[src/common/mips_ex_defines.svh]
`ifndef MIPS_EX_DEFINES_SVH
`define MIPS_EX_DEFINES_SVH

// --------------------------------------------------
// execute stage widths
// --------------------------------------------------

// data path and address width
`define MIPS_DATA_W 32

// register index and shift amount width
`define MIPS_REG_W 5

// alu operation code width
`define MIPS_OP_W 6

// forwarding select width
`define MIPS_FWD_W 3

`endif

[src/common/mips_ex_pkg.sv]
`include "mips_ex_defines.svh"

package mips_ex_pkg;

    // --------------------------------------------------
    // encodings
    // --------------------------------------------------

    // codes follow the r-type funct field where one exists
    typedef enum logic [`MIPS_OP_W-1:0] {
        ALU_SLL  = 6'b000000,
        ALU_SRL  = 6'b000010,
        ALU_SRA  = 6'b000011,
        ALU_LUI  = 6'b001111,
        ALU_ADD  = 6'b100000,
        ALU_SUB  = 6'b100010,
        ALU_AND  = 6'b100100,
        ALU_OR   = 6'b100101,
        ALU_XOR  = 6'b100110,
        ALU_NOR  = 6'b100111,
        ALU_SLT  = 6'b101010,
        ALU_SLTU = 6'b101011
    } alu_op_e;

    typedef enum logic [`MIPS_FWD_W-1:0] {
        FWD_REG   = 3'b000,
        FWD_EXMEM = 3'b001,
        FWD_MEMWB = 3'b010
    } fwd_sel_e;

    // --------------------------------------------------
    // pipeline bundles
    // --------------------------------------------------

    typedef struct packed {
        logic                    valid;
        logic [`MIPS_DATA_W-1:0] pc4;
        logic [`MIPS_DATA_W-1:0] imm_ext;
        logic [`MIPS_DATA_W-1:0] rd_data1;
        logic [`MIPS_DATA_W-1:0] rd_data2;
        logic [`MIPS_REG_W-1:0]  rs;
        logic [`MIPS_REG_W-1:0]  rt;
        logic [`MIPS_REG_W-1:0]  rd;
        logic [`MIPS_REG_W-1:0]  shamt;
        alu_op_e                 alu_op;
        logic                    alu_src;
        logic                    shamt_sel;
        logic                    reg_dst;
        logic                    reg_write;
    } idex_t;

    // store_data carries the forwarded operand a
    typedef struct packed {
        logic                    valid;
        logic [`MIPS_DATA_W-1:0] alu_result;
        logic [`MIPS_DATA_W-1:0] branch_target;
        logic [`MIPS_DATA_W-1:0] store_data;
        logic                    alu_zero;
        logic [`MIPS_REG_W-1:0]  dest;
        logic                    reg_write;
    } exmem_t;

    typedef struct packed {
        logic                    reg_write;
        logic [`MIPS_REG_W-1:0]  dest;
        logic [`MIPS_DATA_W-1:0] wdata;
    } memwb_t;

endpackage

[src/ex/alu.sv]
`timescale 1ns/1ps

`include "mips_ex_defines.svh"

module alu
    import mips_ex_pkg::*;
    (
        input  logic [`MIPS_DATA_W-1:0] i_data_a,
        input  logic [`MIPS_DATA_W-1:0] i_data_b,
        input  logic [`MIPS_REG_W-1:0]  i_shamt,
        input  logic                    i_shamt_sel,
        input  alu_op_e                 i_op,
        output logic [`MIPS_DATA_W-1:0] o_result,
        output logic                    o_zero
    );

    localparam int HALF_W = `MIPS_DATA_W / 2;

    logic [`MIPS_REG_W-1:0] shift_amt;
    logic                   lt_signed;
    logic                   lt_unsigned;

    // --------------------------------------------------
    // shift amount
    // --------------------------------------------------

    // shamt field for sll/srl/sra, rs low bits for the variable forms
    assign shift_amt = i_shamt_sel ? i_shamt : i_data_a[`MIPS_REG_W-1:0];

    assign lt_signed   = $signed(i_data_a) < $signed(i_data_b);
    assign lt_unsigned = i_data_a < i_data_b;

    // --------------------------------------------------
    // operation select
    // --------------------------------------------------

    always_comb begin
        case (i_op)
            ALU_ADD: o_result = i_data_a + i_data_b;
            ALU_SUB: o_result = i_data_a - i_data_b;
            ALU_AND: o_result = i_data_a & i_data_b;
            ALU_OR:  o_result = i_data_a | i_data_b;
            ALU_XOR: o_result = i_data_a ^ i_data_b;
            ALU_NOR: o_result = ~(i_data_a | i_data_b);
            ALU_SLT: begin
                o_result = {{(`MIPS_DATA_W-1){1'b0}}, lt_signed};
            end
            ALU_SLTU: begin
                o_result = {{(`MIPS_DATA_W-1){1'b0}}, lt_unsigned};
            end
            ALU_SLL: o_result = i_data_b << shift_amt;
            ALU_SRL: o_result = i_data_b >> shift_amt;
            ALU_SRA: o_result = $unsigned($signed(i_data_b) >>> shift_amt);
            ALU_LUI: begin
                o_result = {i_data_b[HALF_W-1:0], {HALF_W{1'b0}}};
            end
            default: o_result = '0;
        endcase
    end

    assign o_zero = (o_result == '0);

endmodule

[src/ex/ex_stage.sv]
`timescale 1ns/1ps

`include "mips_ex_defines.svh"

module ex_stage
    import mips_ex_pkg::*;
    (
        input  idex_t    i_idex,
        input  fwd_sel_e i_fwd_a,
        input  fwd_sel_e i_fwd_b,
        input  exmem_t   i_exmem,
        input  memwb_t   i_memwb,
        output exmem_t   o_exmem
    );

    logic [`MIPS_DATA_W-1:0] reg_a;
    logic [`MIPS_DATA_W-1:0] reg_b;
    logic [`MIPS_DATA_W-1:0] data_b;
    logic [`MIPS_DATA_W-1:0] alu_result;
    logic                    alu_zero;

    // pick register file, ex/mem result or mem/wb write data
    function automatic logic [`MIPS_DATA_W-1:0] fwd_mux(
        input fwd_sel_e                sel,
        input logic [`MIPS_DATA_W-1:0] reg_val,
        input logic [`MIPS_DATA_W-1:0] exmem_val,
        input logic [`MIPS_DATA_W-1:0] memwb_val
    );
        case (sel)
            FWD_EXMEM: return exmem_val;
            FWD_MEMWB: return memwb_val;
            default:   return reg_val;
        endcase
    endfunction

    // --------------------------------------------------
    // operand muxes
    // --------------------------------------------------

    assign reg_a  = fwd_mux(i_fwd_a, i_idex.rd_data1, i_exmem.alu_result, i_memwb.wdata);
    assign reg_b  = fwd_mux(i_fwd_b, i_idex.rd_data2, i_exmem.alu_result, i_memwb.wdata);
    assign data_b = i_idex.alu_src ? i_idex.imm_ext : reg_b;

    alu alu (
        .i_data_a    (reg_a),
        .i_data_b    (data_b),
        .i_shamt     (i_idex.shamt),
        .i_shamt_sel (i_idex.shamt_sel),
        .i_op        (i_idex.alu_op),
        .o_result    (alu_result),
        .o_zero      (alu_zero)
    );

    // --------------------------------------------------
    // outgoing bundle
    // --------------------------------------------------

    always_comb begin
        o_exmem.valid         = i_idex.valid;
        o_exmem.alu_result    = alu_result;
        o_exmem.alu_zero      = alu_zero;
        // word offset to byte offset
        o_exmem.branch_target = i_idex.pc4 + (i_idex.imm_ext << 2);
        o_exmem.store_data    = reg_a;
        o_exmem.dest          = i_idex.reg_dst ? i_idex.rd : i_idex.rt;
        o_exmem.reg_write     = i_idex.reg_write;
    end

endmodule

[src/ex/forward_unit.sv]
`timescale 1ns/1ps

`include "mips_ex_defines.svh"

module forward_unit
    import mips_ex_pkg::*;
    (
        input  logic [`MIPS_REG_W-1:0] i_rs,
        input  logic [`MIPS_REG_W-1:0] i_rt,
        input  exmem_t                 i_exmem,
        input  memwb_t                 i_memwb,
        output fwd_sel_e               o_fwd_a,
        output fwd_sel_e               o_fwd_b
    );

    logic exmem_live;
    logic memwb_live;

    // --------------------------------------------------
    // producer qualification
    // --------------------------------------------------

    // register zero is hardwired so it never forwards
    assign exmem_live = i_exmem.valid && i_exmem.reg_write && (i_exmem.dest != '0);
    assign memwb_live = i_memwb.reg_write && (i_memwb.dest != '0);

    // --------------------------------------------------
    // select per source, ex/mem is the younger result
    // --------------------------------------------------

    always_comb begin
        if (exmem_live && (i_exmem.dest == i_rs)) begin
            o_fwd_a = FWD_EXMEM;
        end else if (memwb_live && (i_memwb.dest == i_rs)) begin
            o_fwd_a = FWD_MEMWB;
        end else begin
            o_fwd_a = FWD_REG;
        end
    end

    always_comb begin
        if (exmem_live && (i_exmem.dest == i_rt)) begin
            o_fwd_b = FWD_EXMEM;
        end else if (memwb_live && (i_memwb.dest == i_rt)) begin
            o_fwd_b = FWD_MEMWB;
        end else begin
            o_fwd_b = FWD_REG;
        end
    end

endmodule

[src/rtl/ex_pipeline_top.sv]
`timescale 1ns/1ps

module ex_pipeline_top
    import mips_ex_pkg::*;
    (
        input  logic   i_clk,
        input  logic   i_rst_n,
        input  idex_t  i_idex,
        input  memwb_t i_memwb,
        output exmem_t o_exmem
    );

    idex_t    idex_q;
    exmem_t   exmem_d;
    fwd_sel_e fwd_a;
    fwd_sel_e fwd_b;

    // --------------------------------------------------
    // id/ex register
    // --------------------------------------------------

    pipe_reg #(
        .payload_t (idex_t)
    ) idex_reg (
        .i_clk   (i_clk),
        .i_rst_n (i_rst_n),
        .i_d     (i_idex),
        .o_q     (idex_q)
    );

    // --------------------------------------------------
    // execute
    // --------------------------------------------------

    // o_exmem doubles as the ex/mem forwarding source
    forward_unit forward_unit (
        .i_rs    (idex_q.rs),
        .i_rt    (idex_q.rt),
        .i_exmem (o_exmem),
        .i_memwb (i_memwb),
        .o_fwd_a (fwd_a),
        .o_fwd_b (fwd_b)
    );

    ex_stage ex_stage (
        .i_idex  (idex_q),
        .i_fwd_a (fwd_a),
        .i_fwd_b (fwd_b),
        .i_exmem (o_exmem),
        .i_memwb (i_memwb),
        .o_exmem (exmem_d)
    );

    // --------------------------------------------------
    // ex/mem register
    // --------------------------------------------------

    pipe_reg #(
        .payload_t (exmem_t)
    ) exmem_reg (
        .i_clk   (i_clk),
        .i_rst_n (i_rst_n),
        .i_d     (exmem_d),
        .o_q     (o_exmem)
    );

endmodule

[src/rtl/pipe_reg.sv]
`timescale 1ns/1ps

module pipe_reg
    #(
        parameter type payload_t = logic
    )
    (
        input  logic     i_clk,
        input  logic     i_rst_n,
        input  payload_t i_d,
        output payload_t o_q
    );

    // whole bundle clears so valid and reg_write drop on reset
    always_ff @(posedge i_clk) begin
        if (!i_rst_n) begin
            o_q <= '0;
        end else begin
            o_q <= i_d;
        end
    end

endmodule

[config.mk]
export PLATFORM = sky130hd
export DESIGN_NAME = ex_pipeline_top
export DESIGN_NICKNAME = d
export VERILOG_FILES = /design/src/common/mips_ex_pkg.sv /design/src/ex/alu.sv /design/src/ex/ex_stage.sv /design/src/ex/forward_unit.sv /design/src/rtl/ex_pipeline_top.sv /design/src/rtl/pipe_reg.sv
export VERILOG_INCLUDE_DIRS = /design/src /design/src/common
export SDC_FILE = /design/constraint.sdc
export NUM_CORES = 1
export LEC_CHECK = 0
export ABC_AREA = 1
export BUFFER_PORTS_ARGS = -buffer_cell sky130_fd_sc_hd__buf_4
export CAP_MARGIN = 25
export CORE_UTILIZATION = 40
export CTS_CLUSTER_SIZE = 25
export DETAILED_ROUTE_END_ITERATION = 8
export PLACE_DENSITY_LB_ADDON = 0.1
export SYNTH_ARGS = -nofsm -noshare
export SYNTH_HDL_FRONTEND = slang
export SYNTH_SLANG_ARGS = --single-unit
[constraint.sdc]
create_clock -name i_clk -period 5.45 [get_ports i_clk]
set_input_delay 0.545 -clock i_clk [delete_from_list [all_inputs] [get_ports i_clk]]
set_output_delay 0.545 -clock i_clk [all_outputs]
set_load 0.01 [all_outputs]
# Yosys cells after proc, flatten, opt, wreduce, memory -nomap -nowiden
# Cells that the tools add are included.
[totals]
regBits = 263
input_bits = 199
output_inout_bits = 104
wordCells = 73
[op_classes]
addsub = 3
magnitude_cmp = 2
eq_ne = 19
shift = 3
n_mux = 10
bitwise = 4
reduce_logical = 11
[op_table]
columns = ["cell", "n"]
rows = [
  ["one-hot mux 32 bit (12 select lines)", 1],
  ["one-hot mux 32 bit (2 select lines)", 2],
  ["adder 32 bit", 2],
  ["< comparator 32 bit", 2],
  ["== test 6 bit (second input constant)", 8],
  ["bitwise AND 32 bit", 1],
  ["logical NOT 32 bit", 1],
  ["2-to-1 mux 32 bit", 1],
  ["NOT 32 bit", 1],
  ["bitwise OR 32 bit", 1],
  ["left shift 32 x 5 -> 32 bit", 1],
  [">> shifter 32 x 5 -> 32 bit", 1],
  [">>> shifter 32 x 5 -> 32 bit", 1],
  ["subtractor 32 bit", 1],
  ["bitwise XOR 32 bit", 1],
  ["== test 5 bit", 4],
  ["== test 6 x 2 -> 1 bit (second input constant)", 2],
  ["2-to-1 mux 5 bit", 2],
  ["nonzero test 5 bit", 2],
  ["logical AND 1 bit", 7],
  ["== test 3 x 1 -> 1 bit (second input constant)", 2],
  ["== test 3 x 2 -> 1 bit (second input constant)", 2],
  ["== test 6 x 4 -> 1 bit (second input constant)", 1],
  ["logical NOT 6 bit", 1],
  ["2 further kinds", 4],
]

# Logic depth before layout (Yosys ltp)
# Gate-level depths: netlist (run 1).
[logic_depth]
ltp_word = 12
depth_mapped = 38

# Cells and area by module
# From an unflattened synthesis (run 1), not the netlist that was laid out.
[unflattened]
cells_unflattened = 3881
hier_area_um2 = 22520.3
[by_module_without_submodules]
columns = ["mod", "n_inst", "cells_each", "area_per_inst_um2", "seq_area_each_um2"]
rows = [
  ["alu", 1, 2209, 10660.2, 0.0],
  ["pipe_reg (idex_reg)", 1, 495, 4546.9, 3183.1],
  ["ex_stage", 1, 769, 3920.0, 0.0],
  ["pipe_reg (exmem_reg)", 1, 324, 2997.9, 2082.0],
  ["forward_unit", 1, 84, 395.4, 0.0],
]

# Least setup slack after synthesis (run 1)
# Ideal clock, no wire load.
[synth_path]
kind = "input-to-reg"
start = "in i_memwb[34] in the netlist's numbering"
end = "reg exmem_reg.o_q[6] in the netlist's numbering"
setup_time_ps = 64
t_arrival_ps = 4040
path_slack_ps = 1346
stages = 29
path_buffers = 3
cell_sequence = "inv_1 nand2_1 nand2_1 nor2_2 nand4_2 nand2_1 buf_4 clkbuf_1 o22ai_1 a21oi_1 ha_1 buf_2 nor2_1 nand2_1 nor4_1 a21oi_1 o21bai_1 a21oi_1 o21ai_0 a21oi_1 a21oi_1 nand3_1 inv_1 nand3_1 nor2_1 nand2_1 nor2_1 nand2_1 nor2_1"
[synth_via]
elab_cells_between_ends = 31
classes_between = "add/sub: 2; order compare: 2; eq/ne: 6; shift: 3; mux: 9; bitwise: 4; reduce/logical: 5"
[synth_lines]
columns = ["element", "line_no", "source"]
rows = [
  ["from (decl)", "ex_pipeline_top.sv:9", "input memwb_t i_memwb,"],
  ["nonzero test 5 bit", "forward_unit.sv:25", "assign memwb_live = i_memwb.reg_write && (i_memwb.dest != '0);"],
  ["logical AND 1 bit", "forward_unit.sv:25", ""],
  ["logical AND 1 bit *", "forward_unit.sv:34", "end else if (memwb_live && (i_memwb.dest == i_rs)) begin"],
  ["2-to-1 mux 2 bit *", "forward_unit.sv:34", ""],
  ["2-to-1 mux 3 bit *", "forward_unit.sv:32", "if (exmem_live && (i_exmem.dest == i_rs)) begin"],
  ["== test 3 x 2 -> 1 bit or == test 3 x 1 -> 1 bit (tied branches)", "ex_stage.sv:29", "case (sel)"],
  ["one-hot mux 32 bit (2 select lines) *", "ex_stage.sv:29", ""],
  ["net ex_stage.alu.i_data_a[8]", "alu.sv:8", "input logic [`MIPS_DATA_W-1:0] i_data_a,"],
  ["branches (longest 2 deep; another with subtractor 32 bit)", "-", ""],
  ["one-hot mux 32 bit (12 select lines) *", "alu.sv:38", "case (i_op)"],
  ["logical NOT 32 bit *", "alu.sv:61", "assign o_zero = (o_result == '0);"],
  ["to (signal assigned)", "pipe_reg.sv:19", "o_q <= i_d;"],
  ["to (decl)", "pipe_reg.sv:11", "output payload_t o_q"],
]
# Mark *: on every way through the listed nets, which the timed path passes.
# A chain may end at the register's enable or synchronous reset.

# Worst setup path in the final report (run 1)
[layout_path]
start = "reg exmem_reg.o_q[1] in the netlist's numbering"
end = "reg exmem_reg.o_q[6] in the netlist's numbering"
[layout_via]
elab_cells_between_ends = 29
classes_between = "add/sub: 2; order compare: 2; eq/ne: 6; shift: 3; mux: 7; bitwise: 4; reduce/logical: 5"
[layout_lines]
columns = ["element", "line_no", "source"]
rows = [
  ["nonzero test 5 bit", "forward_unit.sv:24", "assign exmem_live = i_exmem.valid && i_exmem.reg_write && (i_exmem.dest != '0);"],
  ["logical AND 1 bit", "forward_unit.sv:24", ""],
  ["logical AND 1 bit *", "forward_unit.sv:32", ""],
  ["2-to-1 mux 3 bit *", "forward_unit.sv:32", ""],
  ["== test 3 x 2 -> 1 bit or == test 3 x 1 -> 1 bit (tied branches)", "ex_stage.sv:29", ""],
  ["one-hot mux 32 bit (2 select lines) *", "ex_stage.sv:29", ""],
  ["net ex_stage.alu.i_data_a[7]", "alu.sv:8", ""],
  ["branches (longest 2 deep; another with subtractor 32 bit)", "-", ""],
  ["one-hot mux 32 bit (12 select lines) *", "alu.sv:38", ""],
  ["logical NOT 32 bit *", "alu.sv:61", ""],
]
# Marked as above.

==> metrics.csv, run 1 <==
metric,value,unit
CP endpoint kind,register,
worst hold slack,0.1203,ns
area of the multi-input gates,12390,sq um
placed cells,4256,
Overflow after GRT,0,
GPL Wtd Cong,1.093,
Post-synth EDFFs,0,
Leak,13.46,nW
H-tree depth,1,
via count,23950,
Core ar.,50170,sq um
Reg2Reg Depth,28,
First-pass DRT Iterations,6,
"Distinct cells, synth",62,
Rel. slew slack,34.95,%
Post-synth top flop,dfxtp_1,
Setup TNS,0,ns
final setup skew,0.03025,ns
wire length per cell,23.38,um
post-synth top area share,25.91,%
CTS buffer count,30,
Crit path required time,5.97,ns
DRC errors left,0,
max-slew violations,0,
RR Endpoint,exmem_reg.o_q[6],
DIE AREA,51710,sq um
CP max stage cell,dfxtp_1,
Critical Path Source Type,register,
Die H,227.4,um
dpl hpwl,82020,um
Buf/Inv on CP,3,
CTS resizes,0,
Total GRT Usage,38.29,%
Final Power,6.429,mW
switching share of power,37.57,%
Die X,227.4,um
vias per inst,5.550,
clock sink count,263,
pin count of the biggest net entering global routing,106,
Mapped Area,20320,sq um
total wire length,100900,um
Synth area leaders,"dfxtp_1, nand2_1, nand3_1",
instance count on the critical path,28,
area growth from synthesis to layout,21.75,%
Comb pwr share,33.9,%
Critical Path Fanout Max,18,
area of placed instances,23570,sq um
Clock Latency Late Sink,0.60,ns
layout cell share with drive strength beyond 1,15.49,%
"delay-heaviest family, CP",simple AND/OR/NAND/NOR gates,
cell area after layout,24740,sq um
Avg Inst Size Synth,6.106,sq um
period utilization,96.03,%
Site Rows,82,
Max Cap Viol,0,
peak supply drop,274.1,uV
fmax,0.1911,GHz
Clock Path Buffers,3,
CP arrival,5.75,ns
Initial Util,40.51,%
iteration-0 DRC count of the detailed router,2818,
final setup fails,0,
setup bufs post-CTS,0,
Psw,2.415,mW
Clock transition at path regs,0.06,ns
Async SR Flop Fraction,0,%
CP most frequent cell,nand2_1,
Yosys warning count,0,
register area share after synthesis,25.91,%
fillcell total,5318,
first-pass GRT wire length,144900,um
worst-margin pin slew,0.9757,ns
"top cells by count, synth","nand2_1, inv_1, nand3_1",
Final Core Density,49.31,%
Final WS setup,0.2166,ns
CTS tree,done,
num ports,303,
PD cells,259.8,nW/um^2
final-report hold violation count,0,
clock share of power,33.0,%
r2r setup slk,0.22,ns
Internal Power,4.014,mW
clock root cell,clkbuf_16,
worst reg2reg startpoint,exmem_reg.o_q[1],
Crit Path Category,reg2reg,
vias in the first global route,22450,
"count leader, synth",nand2_1,
initial antenna violation count,2,
register area,5265,sq um
status,finished clean,
antenna-violating nets left,0,
final layout net count,3949,
CTS Hold Bufs,0,
sequential group share of total power,33.1,%
post-layout min period,5.233,ns
Worst Setup Slack post-DPL,0.09160,ns
IO Port Bufs,302,
crit path from,exmem_reg.o_q[1],
dominant cell type by area after synthesis,dfxtp_1,
fin cells,4315,
crit-path max cell delay,0.41,ns
worst hold path class,in2reg,
Mapped Cells,3328,
Syn Nets,3659,
synthesis-stage register bit count,263,
capture point of the critical path,exmem_reg.o_q[6],
## final cells by class
| class | count | area share (%) |
|---|---|---|
| clock inverters | 12 | 0.6170 |
| flip-flops and latches | 263 | 21.28 |
| repair buffers | 403 | 12.78 |
| clock buffers | 44 | 3.575 |
| multi-input cells | 2377 | 50.09 |
| well taps | 672 | 3.398 |
| diodes | 1 | 0.01011 |
| inverters | 543 | 8.248 |
## kinds of logic (layout without fill, tap and decap cells)
family,after synthesis,in the layout,synth area share [%]
AND/OR/NAND/NOR,1704,1704,36.41
buffers and inverters,688,1002,13.56
AO/OA/AOI/OAI,521,521,15.02
flip-flops,263,263,25.91
adder cells (fa/ha/maj),132,132,8.238
XOR/XNOR,20,20,0.8620
other,0,1,0
## layout by cell type (no fill, tap or decap), types with 8 or more instances in the layout
master and n:
ha_1 127, nor3_1 17, inv_1 506, nand4_1 14, xor2_1 15, o22ai_1 14, nand2_2 17, buf_4 391
o21ai_1 37, nor2_2 12, nand3_1 440, inv_2 30, nand3b_1 41, clkbuf_16 31, a21oi_1 211, a211oi_1 8
o211ai_1 20, a21oi_2 8, dfxtp_1 263, o221ai_1 11, a31oi_1 12, or2_2 8, nor2_1 221, o21ai_0 121
o21bai_1 11, nand3_2 11, nand2_1 902, a221oi_1 19
## worst reg2reg max path, delay by kind of cell (launching register included)
family | cells | cell delay, ns
simple gates | 18 | 2.60
compound gates | 5 | 1.06
buf+inv | 3 | 0.52
flops | 1 | 0.41
fa+ha+maj | 1 | 0.41
xor+xnor | 1 | 0.14
## sequential cells by signal, summed over array words and instances, names as in the netlist
name,flops
idex_reg.o_q,159
exmem_reg.o_q,104
## routing by layer
| layer | GRT usage (%) | routed length (um) |
|---|---|---|
| met1 | 50.34 | 41650 |
| met2 | 58.08 | 42550 |
| met3 | 7.834 | 10170 |
| met4 | 21.69 | 6485 |
| met5 | 0 | 12 |
## power by group through the flow
stage / Combinational [mW] / Clock (mW) / Sequential, mW
after floorplan: 1.22 / 0 / 2.15
after global placement: 2.08 / 0 / 2.17
after detailed placement: 2.09 / 0 / 2.17
after CTS: 2.10 / 2.15 / 2.13
after global routing: 2.34 / 2.23 / 2.13
final: 2.18 / 2.12 / 2.13
## how the worst min path moves through the flow
stage / from / end / slack, ns / cells after the start
finish: i_idex[0] / idex_reg.o_q[0] / 0.12 / 3
floorplan: idex_reg.o_q[0] / exmem_reg.o_q[0] / 0.39 / 2
global route: i_idex[75] / idex_reg.o_q[75] / 0.11 / 3
global placement: idex_reg.o_q[127] / exmem_reg.o_q[40] / 0.41 / 2
detailed placement: idex_reg.o_q[127] / exmem_reg.o_q[40] / 0.41 / 2
CTS: i_idex[75] / idex_reg.o_q[75] / 0.1 / 3
(Power assumes the default switching activity.)
==> run 2, diff against run 1 <==
--- a/config.mk
+++ b/config.mk
@@ -15,4 +15,5 @@
 export PLACE_DENSITY_LB_ADDON = 0.1
 export SYNTH_ARGS = -nofsm -noshare
 export SYNTH_HDL_FRONTEND = slang
+export SYNTH_HIERARCHICAL = 1
 export SYNTH_SLANG_ARGS = --single-unit
==> metrics.csv, run 2 <==
metric,value,unit
CTS buffer count,29,
antenna-violating nets left,0,
most frequent cells in the layout,"nand2_1, inv_1, nand3_1",
period utilization,94.04,%
sequential group share of total power,32.7,%
register with the most flip-flops,idex_reg/o_q,
Max Cap Viol,0,
Clock Path Buffers,3,
Rel. slew slack,36.46,%
CTS tree,done,
worst hold path class,in2reg,
Leak,15.71,nW
vias in the first global route,24630,
iteration-0 DRC count of the detailed router,3198,
Clock transition at path regs,0.07,ns
"count leader, synth",nand2_1,
CP arrival,5.67,ns
Mapped Cells,3881,
clock sink count,263,
Yosys warning count,6,
CP endpoint kind,register,
DIE AREA,57250,sq um
dpl hpwl,93780,um
Post-synth top flop,dfxtp_1,
Core ar.,55420,sq um
pin count of the biggest net entering global routing,107,
Critical Path Source Type,register,
"most common cell after layout, fill and taps aside",nand2_1,
Die H,239.3,um
CP max stage cell,o21ai_0,
Critical Path Fanout Max,36,
PD cells,242.4,nW/um^2
first-pass GRT wire length,160800,um
IO Port Bufs,302,
worst-margin pin slew,0.9520,ns
Psw,2.468,mW
"top cells by count, synth","nand2_1, inv_1, nand3_1",
via count,26620,
area of placed instances,25820,sq um
vias per inst,5.373,
area growth from synthesis to layout,19.46,%
max reg flops,159,
Final Power,6.520,mW
post-synth top area share,23.38,%
synthesis-stage register bit count,263,
GPL Wtd Cong,1.120,
Post-synth EDFFs,0,
RSZ-0062 raised after global routing,false,
status,finished clean,
clock root cell,clkbuf_16,
number of diodes,0,
CP most frequent cell,nand2_1,
Clock Latency Late Sink,0.60,ns
Async SR Flop Fraction,0,%
Comb pwr share,34.9,%
max-slew violations,0,
crit-path max cell delay,0.58,ns
initial antenna violation count,2,
register area share after synthesis,23.38,%
Site Rows,86,
final setup fails,0,
final layout net count,4512,
Synth area leaders,"dfxtp_1, nand2_1, inv_1",
"Distinct cells, synth",54,
Overflow after GRT,0,
First-pass DRT Iterations,6,
Mapped Area,22520,sq um
placed cells,4898,
wire length per cell,22.60,um
fmax,0.1951,GHz
Avg Inst Size Synth,5.803,sq um
DRC errors left,0,
total wire length,112000,um
Final WS setup,0.3249,ns
dominant cell type by area after synthesis,dfxtp_1,
num ports,303,
Die X,239.3,um
final-report hold violation count,0,
cell area after layout,26900,sq um
Worst Setup Slack post-DPL,0.09553,ns
Internal Power,4.053,mW
Crit path required time,6.00,ns
fin cells,4955,
switching share of power,37.85,%
Total GRT Usage,38.30,%
peak supply drop,262.0,uV
Initial Util,40.64,%
final setup skew,0.04200,ns
Final Core Density,48.55,%
layout cell share with drive strength beyond 1,13.69,%
H-tree depth,1,
Setup TNS,0,ns
worst hold slack,0.1355,ns
post-layout min period,5.125,ns
CTS Hold Bufs,0,
clock share of power,32.4,%
Top Registers,"idex_reg/o_q: 159 flops, exmem_reg/o_q: 104 flops",
Crit Path Category,reg2reg,
[run 2: final cells by class]
type                            instances  area (sq um)
Inverter                              758          2845
Fill cell                            6137         28510
Sequential cell                       263          5266
Clock buffer                           44         862.1
Multi-Input combinational cell       2710         13530
Tap cell                              748         935.9
Clock inverter                          9         167.7
Timing Repair Buffer                  423          3294
[run 2: metal layers]
layer | up-vias | wire (um) | global-route usage [%]
li1 | 12720 | - | -
met1 | 12250 | 47960 | 51.97
met2 | 1409 | 46560 | 57.85
met3 | 233 | 10570 | 6.777
met4 | 4 | 6850 | 19.48
met5 | - | 29 | 0
[run 2: cell families (layout without fill, tap and decap cells)]
| kind of cell | count (synthesis) | count (layout) | synth area share [%] |
|---|---|---|---|
| and+or+nand+nor | 2167 | 2167 | 40.76 |
| DFF | 263 | 263 | 23.38 |
| other | 1 | 2 | 0.01665 |
| xor gates and xnor gates | 28 | 28 | 1.089 |
| AOI/OAI and AO/OA | 380 | 380 | 10.55 |
| muxes | 5 | 5 | 0.2500 |
| adders and majority gates | 128 | 128 | 7.212 |
| buffers and inverters | 909 | 1234 | 16.74 |
[run 2: final timing paths]
check / slack, ns / depth (start not counted) / endpoint / start
setup / recovery: 0.32 / 30 / exmem_reg/o_q[6] / idex_reg/o_q[22]
hold / removal: 0.14 / 3 / idex_reg/o_q[127] / i_idex[127]
setup reg to reg: 0.32 / 30 / exmem_reg/o_q[6] / idex_reg/o_q[22]
hold reg to reg: 0.41 / 2 / exmem_reg/o_q[103] / idex_reg/o_q[158]
[run 2: worst max-delay path, delay by kind of cell (launching register included)]
family,cells,cell delay (ns)
compound gates,3,0.74
xor+xnor,1,0.14
fa+ha+maj,1,0.57
buf+inv,4,0.71
flops,1,0.42
simple gates,21,2.48
[run 2: timing repair]
action	4_1_cts	5_1_grt
setup endpoints to repair	0	2
resized for setup	0	6
setup buffers	0	4
hold endpoints to repair	0	0
[run 2: power by group through the flow]
stage / Clock (mW) / Combinational (mW) / Sequential [mW]
floorplan: 0 / 1.29 / 2.15
global placement: 0 / 2.20 / 2.18
detailed placement: 0 / 2.18 / 2.17
CTS: 2.15 / 2.19 / 2.13
global route: 2.23 / 2.44 / 2.14
finish: 2.11 / 2.27 / 2.14
